--- src/hw/stream_arb_cfg.svh ---
// Build-time configuration for the stream arbiter.
// Include this header wherever the input count, widths or APB register
// offsets are needed. Override the values here to resize the design.

`ifndef STREAM_ARB_CFG_SVH
`define STREAM_ARB_CFG_SVH

// Number of request streams merged onto the shared port
`define STREAM_ARB_NUM_INPUTS 4

// Payload width of each stream word
`define STREAM_ARB_DATA_WIDTH 32

// Width of each saturating transfer counter
`define STREAM_ARB_COUNT_WIDTH 16

// APB byte offsets, counter i sits at COUNT_BASE + 4*i
`define STREAM_ARB_REG_CTRL 12'h000
`define STREAM_ARB_REG_ENABLE 12'h004
`define STREAM_ARB_REG_COUNT_BASE 12'h008

`endif

--- src/hw/stream_arb_pkg.sv ---
// Shared types for the stream arbiter RTL and its testbench.
// Refer to the types by scoped name, for example stream_arb_pkg::grant_t.

`default_nettype none

`include "stream_arb_cfg.svh"

package stream_arb_pkg;

    // Index width, kept at one bit or more so a single input still compiles
    localparam int SOURCE_WIDTH = (`STREAM_ARB_NUM_INPUTS > 1) ?
                                  $clog2(`STREAM_ARB_NUM_INPUTS) : 1;

    typedef logic [`STREAM_ARB_DATA_WIDTH-1:0]  data_t;
    typedef logic [`STREAM_ARB_NUM_INPUTS-1:0]  grant_t;
    typedef logic [SOURCE_WIDTH-1:0]            source_t;
    typedef logic [`STREAM_ARB_COUNT_WIDTH-1:0] count_t;

    // 0 is fixed priority with the lowest index winning, 1 is round robin
    typedef logic mode_t;

    typedef logic [11:0] apb_addr_t;
    typedef logic [31:0] apb_data_t;

endpackage

`default_nettype wire

--- src/hw/onehot_mux.sv ---
// Generic one-hot multiplexer.
// Steers the word whose select bit is set to the output. The select vector
// must be one-hot or zero; with no bit set the output is zero.

`timescale 1ns/100ps
`default_nettype none

module onehot_mux #(
    parameter int DATAW = 1,
    parameter int N     = 1
) (
    input  wire [N-1:0][DATAW-1:0] data_in,
    input  wire [N-1:0]            sel_in,
    output logic [DATAW-1:0]       data_out
);

    if (N == 1) begin : g_single
        // A lone word still honours its select bit
        assign data_out = data_in[0] & {DATAW{sel_in[0]}};
    end else begin : g_and_or
        logic [N-1:0][DATAW-1:0] masked;

        // Zero every word whose select bit is low
        for (genvar i = 0; i < N; i++) begin : g_mask
            assign masked[i] = data_in[i] & {DATAW{sel_in[i]}};
        end

        // OR the masked words together one output bit at a time
        for (genvar b = 0; b < DATAW; b++) begin : g_bit
            logic [N-1:0] gather;

            for (genvar j = 0; j < N; j++) begin : g_gather
                assign gather[j] = masked[j][b];
            end

            assign data_out[b] = |gather;
        end
    end

endmodule

`default_nettype wire

--- src/hw/grant_arbiter.sv ---
// Grant arbiter for the stream merger.
// Picks one enabled, valid input by fixed priority or round robin and
// presents a one-hot grant plus its index. Under back-pressure the grant
// is held until the transfer completes.

`timescale 1ns/100ps
`default_nettype none

`include "stream_arb_cfg.svh"

module grant_arbiter (
    input  wire                            clk,
    input  wire                            rst_n,
    input  wire stream_arb_pkg::grant_t    in_valid,
    input  wire stream_arb_pkg::grant_t    enable,
    input  wire stream_arb_pkg::mode_t     mode,
    input  wire                            out_ready,
    output stream_arb_pkg::grant_t         grant,
    output stream_arb_pkg::source_t        source,
    output logic                           out_valid
);

    localparam int N = `STREAM_ARB_NUM_INPUTS;

    stream_arb_pkg::grant_t  eligible;
    stream_arb_pkg::grant_t  fixed_grant;
    stream_arb_pkg::grant_t  rr_grant;
    stream_arb_pkg::grant_t  held_grant;
    stream_arb_pkg::source_t rr_ptr;
    logic                    locked;
    logic                    transfer;

    assign eligible = in_valid & enable;

    // Two's complement trick isolates the lowest set bit
    assign fixed_grant = eligible & (~eligible + 1'b1);

    // First eligible input at or after the pointer, wrapping past N-1
    always_comb begin
        int   idx;
        logic found;

        rr_grant = '0;
        found    = 1'b0;
        for (int off = 0; off < N; off++) begin
            idx = int'(rr_ptr) + off;
            if (idx >= N) begin
                idx = idx - N;
            end
            if (!found && eligible[idx]) begin
                rr_grant[idx] = 1'b1;
                found         = 1'b1;
            end
        end
    end

    // A locked input keeps its grant even if a better candidate shows up
    assign grant = locked ? held_grant : (mode ? rr_grant : fixed_grant);

    // The locked source keeps valid high by the stream rule, so the output
    // stays valid through an enable change
    assign out_valid = locked | (|eligible);
    assign transfer  = out_valid & out_ready;

    always_comb begin
        source = '0;
        for (int i = 0; i < N; i++) begin
            if (grant[i]) begin
                source = source | stream_arb_pkg::source_t'(i);
            end
        end
    end

    always_ff @(posedge clk) begin
        if (!rst_n) begin
            locked <= 1'b0;
            rr_ptr <= '0;
        end else begin
            locked <= out_valid & ~out_ready;
            if (transfer) begin
                rr_ptr <= (source == stream_arb_pkg::source_t'(N - 1)) ? '0 : source + 1'b1;
            end
        end
    end

    // Only read back while locked is set
    always_ff @(posedge clk) begin
        held_grant <= grant;
    end

endmodule

`default_nettype wire

--- src/hw/arb_regs.sv ---
// APB register block for the stream arbiter.
// CTRL bit 0 selects the arbitration mode, ENABLE masks inputs, and one
// saturating counter per input tracks completed transfers. A write of any
// value to a counter clears it. No wait states; unmapped accesses error.

`timescale 1ns/100ps
`default_nettype none

`include "stream_arb_cfg.svh"

module arb_regs (
    input  wire                            clk,
    input  wire                            rst_n,
    input  wire                            psel,
    input  wire                            penable,
    input  wire                            pwrite,
    input  wire stream_arb_pkg::apb_addr_t paddr,
    input  wire stream_arb_pkg::apb_data_t pwdata,
    output stream_arb_pkg::apb_data_t      prdata,
    output logic                           pready,
    output logic                           pslverr,
    input  wire stream_arb_pkg::grant_t    grant,
    input  wire stream_arb_pkg::grant_t    in_valid,
    input  wire                            out_ready,
    output stream_arb_pkg::mode_t          mode,
    output stream_arb_pkg::grant_t         enable
);

    localparam int N = `STREAM_ARB_NUM_INPUTS;

    stream_arb_pkg::count_t counts [N];
    stream_arb_pkg::grant_t count_hit;
    stream_arb_pkg::grant_t count_inc;
    logic                   hit_ctrl;
    logic                   hit_enable;
    logic                   mapped;
    logic                   access;
    logic                   wr_en;

    assign access = psel & penable;
    assign wr_en  = access & pwrite;

    always_comb begin
        hit_ctrl   = (paddr == `STREAM_ARB_REG_CTRL);
        hit_enable = (paddr == `STREAM_ARB_REG_ENABLE);
        for (int i = 0; i < N; i++) begin
            count_hit[i] = (paddr == stream_arb_pkg::apb_addr_t'(
                            `STREAM_ARB_REG_COUNT_BASE + 4 * i));
        end
    end

    assign mapped  = hit_ctrl | hit_enable | (|count_hit);
    assign pready  = 1'b1;
    assign pslverr = access & ~mapped;

    // Read mux returns zero for anything unmapped
    always_comb begin
        prdata = '0;
        if (hit_ctrl) begin
            prdata = stream_arb_pkg::apb_data_t'(mode);
        end else if (hit_enable) begin
            prdata = stream_arb_pkg::apb_data_t'(enable);
        end
        for (int i = 0; i < N; i++) begin
            if (count_hit[i]) begin
                prdata = stream_arb_pkg::apb_data_t'(counts[i]);
            end
        end
    end

    always_ff @(posedge clk) begin
        if (!rst_n) begin
            mode   <= 1'b0;
            enable <= '1;
        end else if (wr_en) begin
            if (hit_ctrl) begin
                mode <= pwdata[0];
            end
            if (hit_enable) begin
                enable <= pwdata[N-1:0];
            end
        end
    end

    // An input completes a transfer when it holds the grant and both
    // sides of the handshake are high
    assign count_inc = grant & in_valid & {N{out_ready}};

    always_ff @(posedge clk) begin
        if (!rst_n) begin
            for (int i = 0; i < N; i++) begin
                counts[i] <= '0;
            end
        end else begin
            for (int i = 0; i < N; i++) begin
                if (wr_en && count_hit[i]) begin
                    counts[i] <= '0;
                end else if (count_inc[i] && (counts[i] != '1)) begin
                    counts[i] <= counts[i] + 1'b1;
                end
            end
        end
    end

endmodule

`default_nettype wire

--- src/hw/stream_arb_top.sv ---
// Top level of the N-input stream arbiter.
// Merges several valid/ready request streams onto one output port. The
// output path is combinational; an APB slave sets mode and enable mask and
// exposes per-input transfer counters.

`timescale 1ns/100ps
`default_nettype none

`include "stream_arb_cfg.svh"

module stream_arb_top (
    input  wire                                   clk,
    input  wire                                   rst_n,
    // Input streams
    input  wire stream_arb_pkg::grant_t           in_valid,
    input  wire stream_arb_pkg::data_t [`STREAM_ARB_NUM_INPUTS-1:0] in_data,
    output stream_arb_pkg::grant_t                in_ready,
    // Merged output stream
    output logic                                  out_valid,
    output stream_arb_pkg::data_t                 out_data,
    output stream_arb_pkg::source_t               out_source,
    input  wire                                   out_ready,
    // APB slave
    input  wire                                   psel,
    input  wire                                   penable,
    input  wire                                   pwrite,
    input  wire stream_arb_pkg::apb_addr_t        paddr,
    input  wire stream_arb_pkg::apb_data_t        pwdata,
    output stream_arb_pkg::apb_data_t             prdata,
    output logic                                  pready,
    output logic                                  pslverr
);

    stream_arb_pkg::grant_t grant;
    stream_arb_pkg::grant_t enable;
    stream_arb_pkg::mode_t  mode;

    grant_arbiter u_arbiter (
        .clk       (clk),
        .rst_n     (rst_n),
        .in_valid  (in_valid),
        .enable    (enable),
        .mode      (mode),
        .out_ready (out_ready),
        .grant     (grant),
        .source    (out_source),
        .out_valid (out_valid)
    );

    onehot_mux #(
        .DATAW (`STREAM_ARB_DATA_WIDTH),
        .N     (`STREAM_ARB_NUM_INPUTS)
    ) u_mux (
        .data_in  (in_data),
        .sel_in   (grant),
        .data_out (out_data)
    );

    arb_regs u_regs (
        .clk       (clk),
        .rst_n     (rst_n),
        .psel      (psel),
        .penable   (penable),
        .pwrite    (pwrite),
        .paddr     (paddr),
        .pwdata    (pwdata),
        .prdata    (prdata),
        .pready    (pready),
        .pslverr   (pslverr),
        .grant     (grant),
        .in_valid  (in_valid),
        .out_ready (out_ready),
        .mode      (mode),
        .enable    (enable)
    );

    // Only the granted input sees the downstream ready
    assign in_ready = grant & {`STREAM_ARB_NUM_INPUTS{out_ready}};

endmodule

`default_nettype wire

--- config.mk ---
export PLATFORM = sky130hd
export DESIGN_NAME = stream_arb_top
export DESIGN_NICKNAME = d
export VERILOG_FILES = /design/src/hw/stream_arb_pkg.sv /design/src/hw/onehot_mux.sv /design/src/hw/grant_arbiter.sv /design/src/hw/arb_regs.sv /design/src/hw/stream_arb_top.sv
export VERILOG_INCLUDE_DIRS = /design/src /design/src/hw
export SDC_FILE = /design/constraint.sdc
export NUM_CORES = 1
export LEC_CHECK = 0
export ABC_AREA = 1
export BUFFER_PORTS_ARGS = -buffer_cell sky130_fd_sc_hd__buf_2
export CORE_UTILIZATION = 30
export DETAILED_ROUTE_END_ITERATION = 6
export SYNTH_ARGS = -nofsm -noshare
export SYNTH_HDL_FRONTEND = slang
export SYNTH_SLANG_ARGS = --single-unit
export TNS_END_PERCENT = 100
--- constraint.sdc ---
create_clock -name clk -period 2.95 [get_ports clk]
set_input_delay 0.1475 -clock clk [delete_from_list [all_inputs] [get_ports clk]]
set_output_delay 0.1475 -clock clk [all_outputs]
set_load 0.05 [all_outputs]
==> out/results.ini, run 1 <==
[worst_setup_path]
rr_startpoint = u_regs.counts[2][0]$_SDFFCE_PN0P_
crit_path_end_kind = output port
cp.arrival_ns = 2.57
start_kind = register
cp_top_family = simple AND/OR/NAND/NOR gates
path_cells = inv_1, ha_4, inv_1, nand3_1, nand2_4, nor2_8, nand3_1, nand3_1, nand2_2, a21oi_4, buf_12, nand2_1, nand4_1, buf_2
startpoint = u_arbiter.rr_ptr[1]$_SDFFE_PN0P_
slowest_stage = dfxtp_1
crit_path_max_incr_delay_ns = 0.34
criticalPathCategory = register to output port
crit_top_cell = nand3_1
worstPathMaxFanout = 34
crit_buf_inv = 4
required_ns = 2.80

[drt]
wl_per_cell_um = 15.6
drtPass1Iterations = 6
wirelength_mm = 20.9
viasPerCell = 4.86
drt_iter0_drc = 495
vias = 6497
drtAntennaViolNets = 0
drcViolationCount = 0

[pwr]
ir_worst_vdd_uv = 278
p_total_mw = 3.40
powerDensity_nw_per_um2 = 425
leakagePower_nw = 3.62

[finish]
layout_common_cells = nand2_1, buf_2, inv_1
drive_above_1_share = 0.294
design_area_um2 = 8020
finalNonFillerCells = 1336
multi_input_area_um2 = 3520
final_util = 0.396
area_growth_pct = 29.4
regArea_um2 = 2170
final_common_cell = nand2_1
n_fill_cell = 2171
num_antenna_cells = 0
final_nets = 1255

[clock_tree]
cts_tree = yes
clkSlewWorstSetupHoldPaths_ns = 0.06
cts_buffer_depth = 2
ctsHtreeMaxLevel = 3
cts.sinks = 76
ctsHoldBuffers = 0
cts_root_buf = clkbuf_16
clkLatencyLatePin_ns = 0.34
cts_buffers = 9

[placement]
place_ws_ns = 0.280
hpwl_mm = 16.1
port_buffers = 209
gp_congestion = 0.865
placed_area_um2 = 7590
dp_cells = 1317

[sta]
slew_violations = 0
final.setup.worst_slack_ns = 0.234
slew_headroom = 0.591
post-route-period-util = 0.921
min_period_ns = 2.72
timing.fmax_mhz = 368
grt_setup_unrepaired = false
whs_ns = 0.0595
finClkSkew_ns = 0.00744
tns_ns = 0
setup_viol = 0
worst_slew_pin_slew_ns = 0.612
finalHoldViolations = 0

[die]
core_area_um2 = 20200
initial_core_util = 0.306
rows = 52
chipHeight_um = 146
ios = 255
die_area_um2 = 21200
chipWidth_um = 146

[global_route]
grt-ovfl-total = 0
grtUsageTotal = 0.192
grt_pass1_vias = 5993
grt_max_degree = 36
antenna_found_initial = 1
grt_pass1_wl_mm = 32.2

[logic_synthesis]
synth_top_family_by_area = simple AND/OR/NAND/NOR gates
yosys_most_used_dff = edfxtp_1
synth_compound_area_frac = 0.0911
syn-cell-area_um2 = 6200
synth_mux_area_frac = 0.00545
syn_avg_cell_area_um2 = 7.33
ys_seq_area_frac = 0.349
synth_edf_count = 64
synth_cell_types = 47
synthAdderAreaFrac = 0.0242
yosys.area_share.simple = 0.381
yosys.area.top_type = edfxtp_1
synth_area_leaders = edfxtp_1, nand2_1, inv_1, nand3_1, nor2_1
ys_ff_latch = 76
synth_xor_area_frac = 0.0438
yosysWarnings = 0
async_flop_share = 0
synth_top_area_frac = 0.310
syn-instance-count = 846

[status]
run_status = finished clean

[worst_hold_path]
hp-start = pwdata[3]
hold_class = input pin to register

[job]
max_cap_violations = 0

==> metal layers <==
| metal | vias up | share of wire | track usage |
|---|---|---|---|
| met5 | - | 0.00062 | 0 |
| met1 | 2980 | 0.47 | 0.285 |
| met2 | 245 | 0.42 | 0.268 |
| met3 | 32 | 0.087 | 0.0533 |
| li1 | 3238 | - | - |
| met4 | 2 | 0.019 | 0.0563 |
==> area by class of cell <==
class,count,area share
Clock buffer,12,0.0295
Clock inverter,4,0.00921
Inverter,99,0.0473
Multi-Input combinational cell,646,0.439
Sequential cell,76,0.270
Tap cell,270,0.0421
Timing Repair Buffer,229,0.163
==> flip-flops by register name, summed over array words and instances (netlist names) <==
name / count
u_regs.mode: 1
u_arbiter.rr_ptr: 2
u_regs.counts: 64
u_arbiter.locked: 1
u_regs.enable: 4
u_arbiter.held_grant: 4
==> worst min-delay path, cell delays in order <==
cell and delay [ns]:
buf_2 0.08, nand3_1 0.06, nand3_1 0.08
==> cells by family (layout without fill, tap and decap cells) <==
| logic type | after synthesis | after routing |
|---|---|---|
| simple gates | 495 | 496 |
| xor+xnor | 31 | 31 |
| other cells | 2 | 17 |
| fa+ha+maj | 12 | 12 |
| compound gates | 87 | 87 |
| mux | 3 | 3 |
| buf+inv | 140 | 344 |
| flops | 76 | 76 |
==> path summary, 6_finish.rpt <==
kind                                         to  slack, ns  cells past startpoint
min reg2reg       u_regs.enable[2]$_SDFFE_PN1P_       0.55                      2
min               u_regs.enable[3]$_SDFFE_PN1P_       0.06                      3
max reg2reg  u_regs.counts[2][13]$_SDFFCE_PN0P_       0.31                     12
max                                out_data[17]       0.23                     14
==> cells in the mapped netlist, types with 2 or more instances <==
cell / count
nand2_2: 9
clkbuf_1: 7
buf_6: 4
conb_1: 2
nor3b_1: 2
nor3_2: 14
a31oi_1: 5
nor3_1: 36
nand3_1: 70
a221oi_1: 6
o32ai_1: 3
xnor2_1: 8
nor2_8: 2
buf_4: 18
a21oi_1: 22
ha_1: 12
nand2_1: 237
o22ai_1: 2
inv_1: 96
nor2_1: 67
a21oi_2: 9
o21ai_0: 26
edfxtp_1: 64
dfxtp_1: 12
mux2_2: 3
nand2_4: 6
nor2_4: 2
xor2_1: 23
o211ai_1: 2
nor2_2: 4
a21oi_4: 2
nand4_1: 38
a211oi_1: 5
buf_2: 12
nand3_2: 2
or2_2: 3
==> report_power, final <==
group	leakage, nW	switching (mW)	internal, mW
Sequential	0.765	0.0508	1.22
Combinational	2.70	0.651	0.289
Clock	0.151	0.453	0.743
==> timing repair <==
action | 4_1_cts | 5_1_grt
gates resized for setup | 3 | 25
setup endpoints to repair | 14 | 34
buffers inserted | 0 | 2
cloned | 0 | 1
pin swaps | 0 | 3
hold endpoints to repair | 0 | 0
Note: power is estimated with default switching activity, not from simulation.
==> inputs of run 2 (changes only) <==
==> constraint.sdc (replaced) <==
create_clock -name clk -period 2.7 [get_ports clk]
set_input_delay 0.135 -clock clk [delete_from_list [all_inputs] [get_ports clk]]
set_output_delay 0.135 -clock clk [all_outputs]
set_load 0.05 [all_outputs]
==> out/results.ini, run 2 (synthesis gave the netlist of run 1 again) <==
[status]
run_status = finished clean

[sta]
post-route-period-util = 0.986
timing.fmax_mhz = 376
min_period_ns = 2.66
grt_setup_unrepaired = true
finalHoldViolations = 0  ; unchanged
tns_ns = 0  ; unchanged
slew_violations = 0  ; unchanged
worst_slew_pin_slew_ns = 0.639  ; +0.0269 ns
finClkSkew_ns = 0.00594  ; -0.00150 ns
slew_headroom = 0.573  ; -0.0180
setup_viol = 0  ; unchanged

[placement]
hpwl_mm = 16.0  ; -0.79%
gp_congestion = 0.859  ; -0.80%
port_buffers = 209  ; unchanged
dp_cells = 1316  ; -0.076%

[finish]
final_nets = 1262  ; +0.56%
reg_top3 = u_regs.counts (64), u_arbiter.held_grant (4), u_regs.enable (4)
area_growth_pct = 34.2
multi_input_area_um2 = 3550  ; +0.96%
num_antenna_cells = 0  ; unchanged
regArea_um2 = 2170  ; +0.12%
layout_common_cells = nand2_1, buf_2, inv_1
top_register = u_regs.counts
finalNonFillerCells = 1342  ; +0.45%
largest_reg_flops = 64  ; unchanged
n_fill_cell = 2126  ; -2.1%
drive_above_1_share = 0.309  ; +0.0151
final_common_cell = nand2_1

[pwr]
p_total_mw = 3.80  ; +12%
ir_worst_vdd_uv = 348  ; +25%
leakagePower_nw = 3.74  ; +3.2%
powerDensity_nw_per_um2 = 456  ; +7.5%

[global_route]
grt_pass1_wl_mm = 32.0  ; -0.79%
grt_max_degree = 35  ; -2.8%
grt-ovfl-total = 0  ; unchanged
antenna_found_initial = 0  ; -1
grt_pass1_vias = 5969  ; -0.40%
grtUsageTotal = 0.191  ; -0.00173

[die]
chipHeight_um = 146  ; unchanged
core_area_um2 = 20200  ; unchanged
die_area_um2 = 21200  ; unchanged
chipWidth_um = 146  ; unchanged
ios = 255  ; unchanged
rows = 52  ; unchanged
initial_core_util = 0.306  ; unchanged

[drt]
wirelength_mm = 20.8  ; -0.41%
drtPass1Iterations = 5  ; -1
drt_iter0_drc = 505  ; +2.0%
drtAntennaViolNets = 0  ; unchanged
wl_per_cell_um = 15.5  ; -0.86%
viasPerCell = 4.87  ; about the same
vias = 6531  ; +0.52%
drcViolationCount = 0  ; unchanged

[job]
max_cap_violations = 0  ; unchanged

[clock_tree]
cts_buffers = 9  ; unchanged
cts_root_buf = clkbuf_16
cts.sinks = 76  ; unchanged
clkLatencyLatePin_ns = 0.34  ; about the same
clkSlewWorstSetupHoldPaths_ns = 0.06  ; about the same
cts_tree = yes
ctsHtreeMaxLevel = 3  ; unchanged
cts_buffer_depth = 2  ; unchanged

[worst_setup_path]
crit_path_end_kind = output port
required_ns = 2.57  ; -0.23 ns
worstPathMaxFanout = 8  ; -76%
cp.arrival_ns = 2.53  ; -0.04 ns
start_kind = register
criticalPathCategory = register to output port

[worst_hold_path]
hold_class = input pin to register

run 2: what timing repair did:
item	4_1_cts	5_1_grt
cloned	1	2
hold buffers	0	0
pin swaps	2	11
resized for setup	34	58
endpoints found under the setup margin	33	56
buffers inserted	1	7
run 2: through the flow:
step / setup WS [ns] / instance area [um^2] / util / hold WS [ns]
global placement: 0.198 / 7590 / 0.375 / 0.389
detailed placement: 0.205 / 7590 / 0.375 / 0.389
global route: -0.0321 / 8320 / 0.411 / 0.0689
floorplan: 0.0387 / 6290 / - / 0.214
finish: 0.0374 / 8320 / 0.411 / 0.0527
CTS: 0.00286 / 8030 / 0.397 / 0.0477
run 2: cell type report:
cell class / instances / area share
inverter: 99 / 0.0462
sequential: 76 / 0.261
tap: 270 / 0.0406
clock buffer: 10 / 0.0275
clock inverter: 5 / 0.00932
timing repair buffer: 237 / 0.189
multi-input combinational: 645 / 0.427
run 2: final timing paths:
check                                    startpoint                                  to  slack, ns  depth (start not counted)
setup / recovery   u_arbiter.rr_ptr[0]$_SDFFE_PN0P_                        out_data[28]       0.04                         15
setup reg to reg  u_regs.counts[2][1]$_SDFFCE_PN0P_  u_regs.counts[2][11]$_SDFFCE_PN0P_       0.28                         13
hold / removal                            pwdata[3]       u_regs.enable[3]$_SDFFE_PN1P_       0.05                          3
hold reg to reg       u_regs.enable[3]$_SDFFE_PN1P_       u_regs.enable[3]$_SDFFE_PN1P_       0.52                          2
run 2: metal layers:
layer / wire (um) / track usage / up-vias
li1: - / - / 3242
met2: 8690 / 0.272 / 235
met4: 379 / 0.0489 / 0
met1: 10100 / 0.284 / 3020
met5: 0 / 0 / -
met3: 1570 / 0.0451 / 34
run 2: power breakdown:
group / total (mW) / switching (mW) / leakage, nW / internal [mW]
combinational: 1.13 / 0.737 / 2.82 / 0.396
sequential: 1.38 / 0.0544 / 0.765 / 1.33
clock: 1.28 / 0.477 / 0.150 / 0.802
run 2: worst max-delay path, stage by stage (launching register included):
cell and delay [ns]:
dfxtp_4 0.38, clkinv_8 0.07, ha_4 0.27, nand3_1 0.12, nand2_4 0.13, nand3_1 0.09
nand2_1 0.08, inv_1 0.06, nand3_2 0.07, nand2_2 0.07, a21oi_4 0.19, clkbuf_16 0.19
buf_8 0.13, nand2_1 0.08, nand4_1 0.10, buf_6 0.17
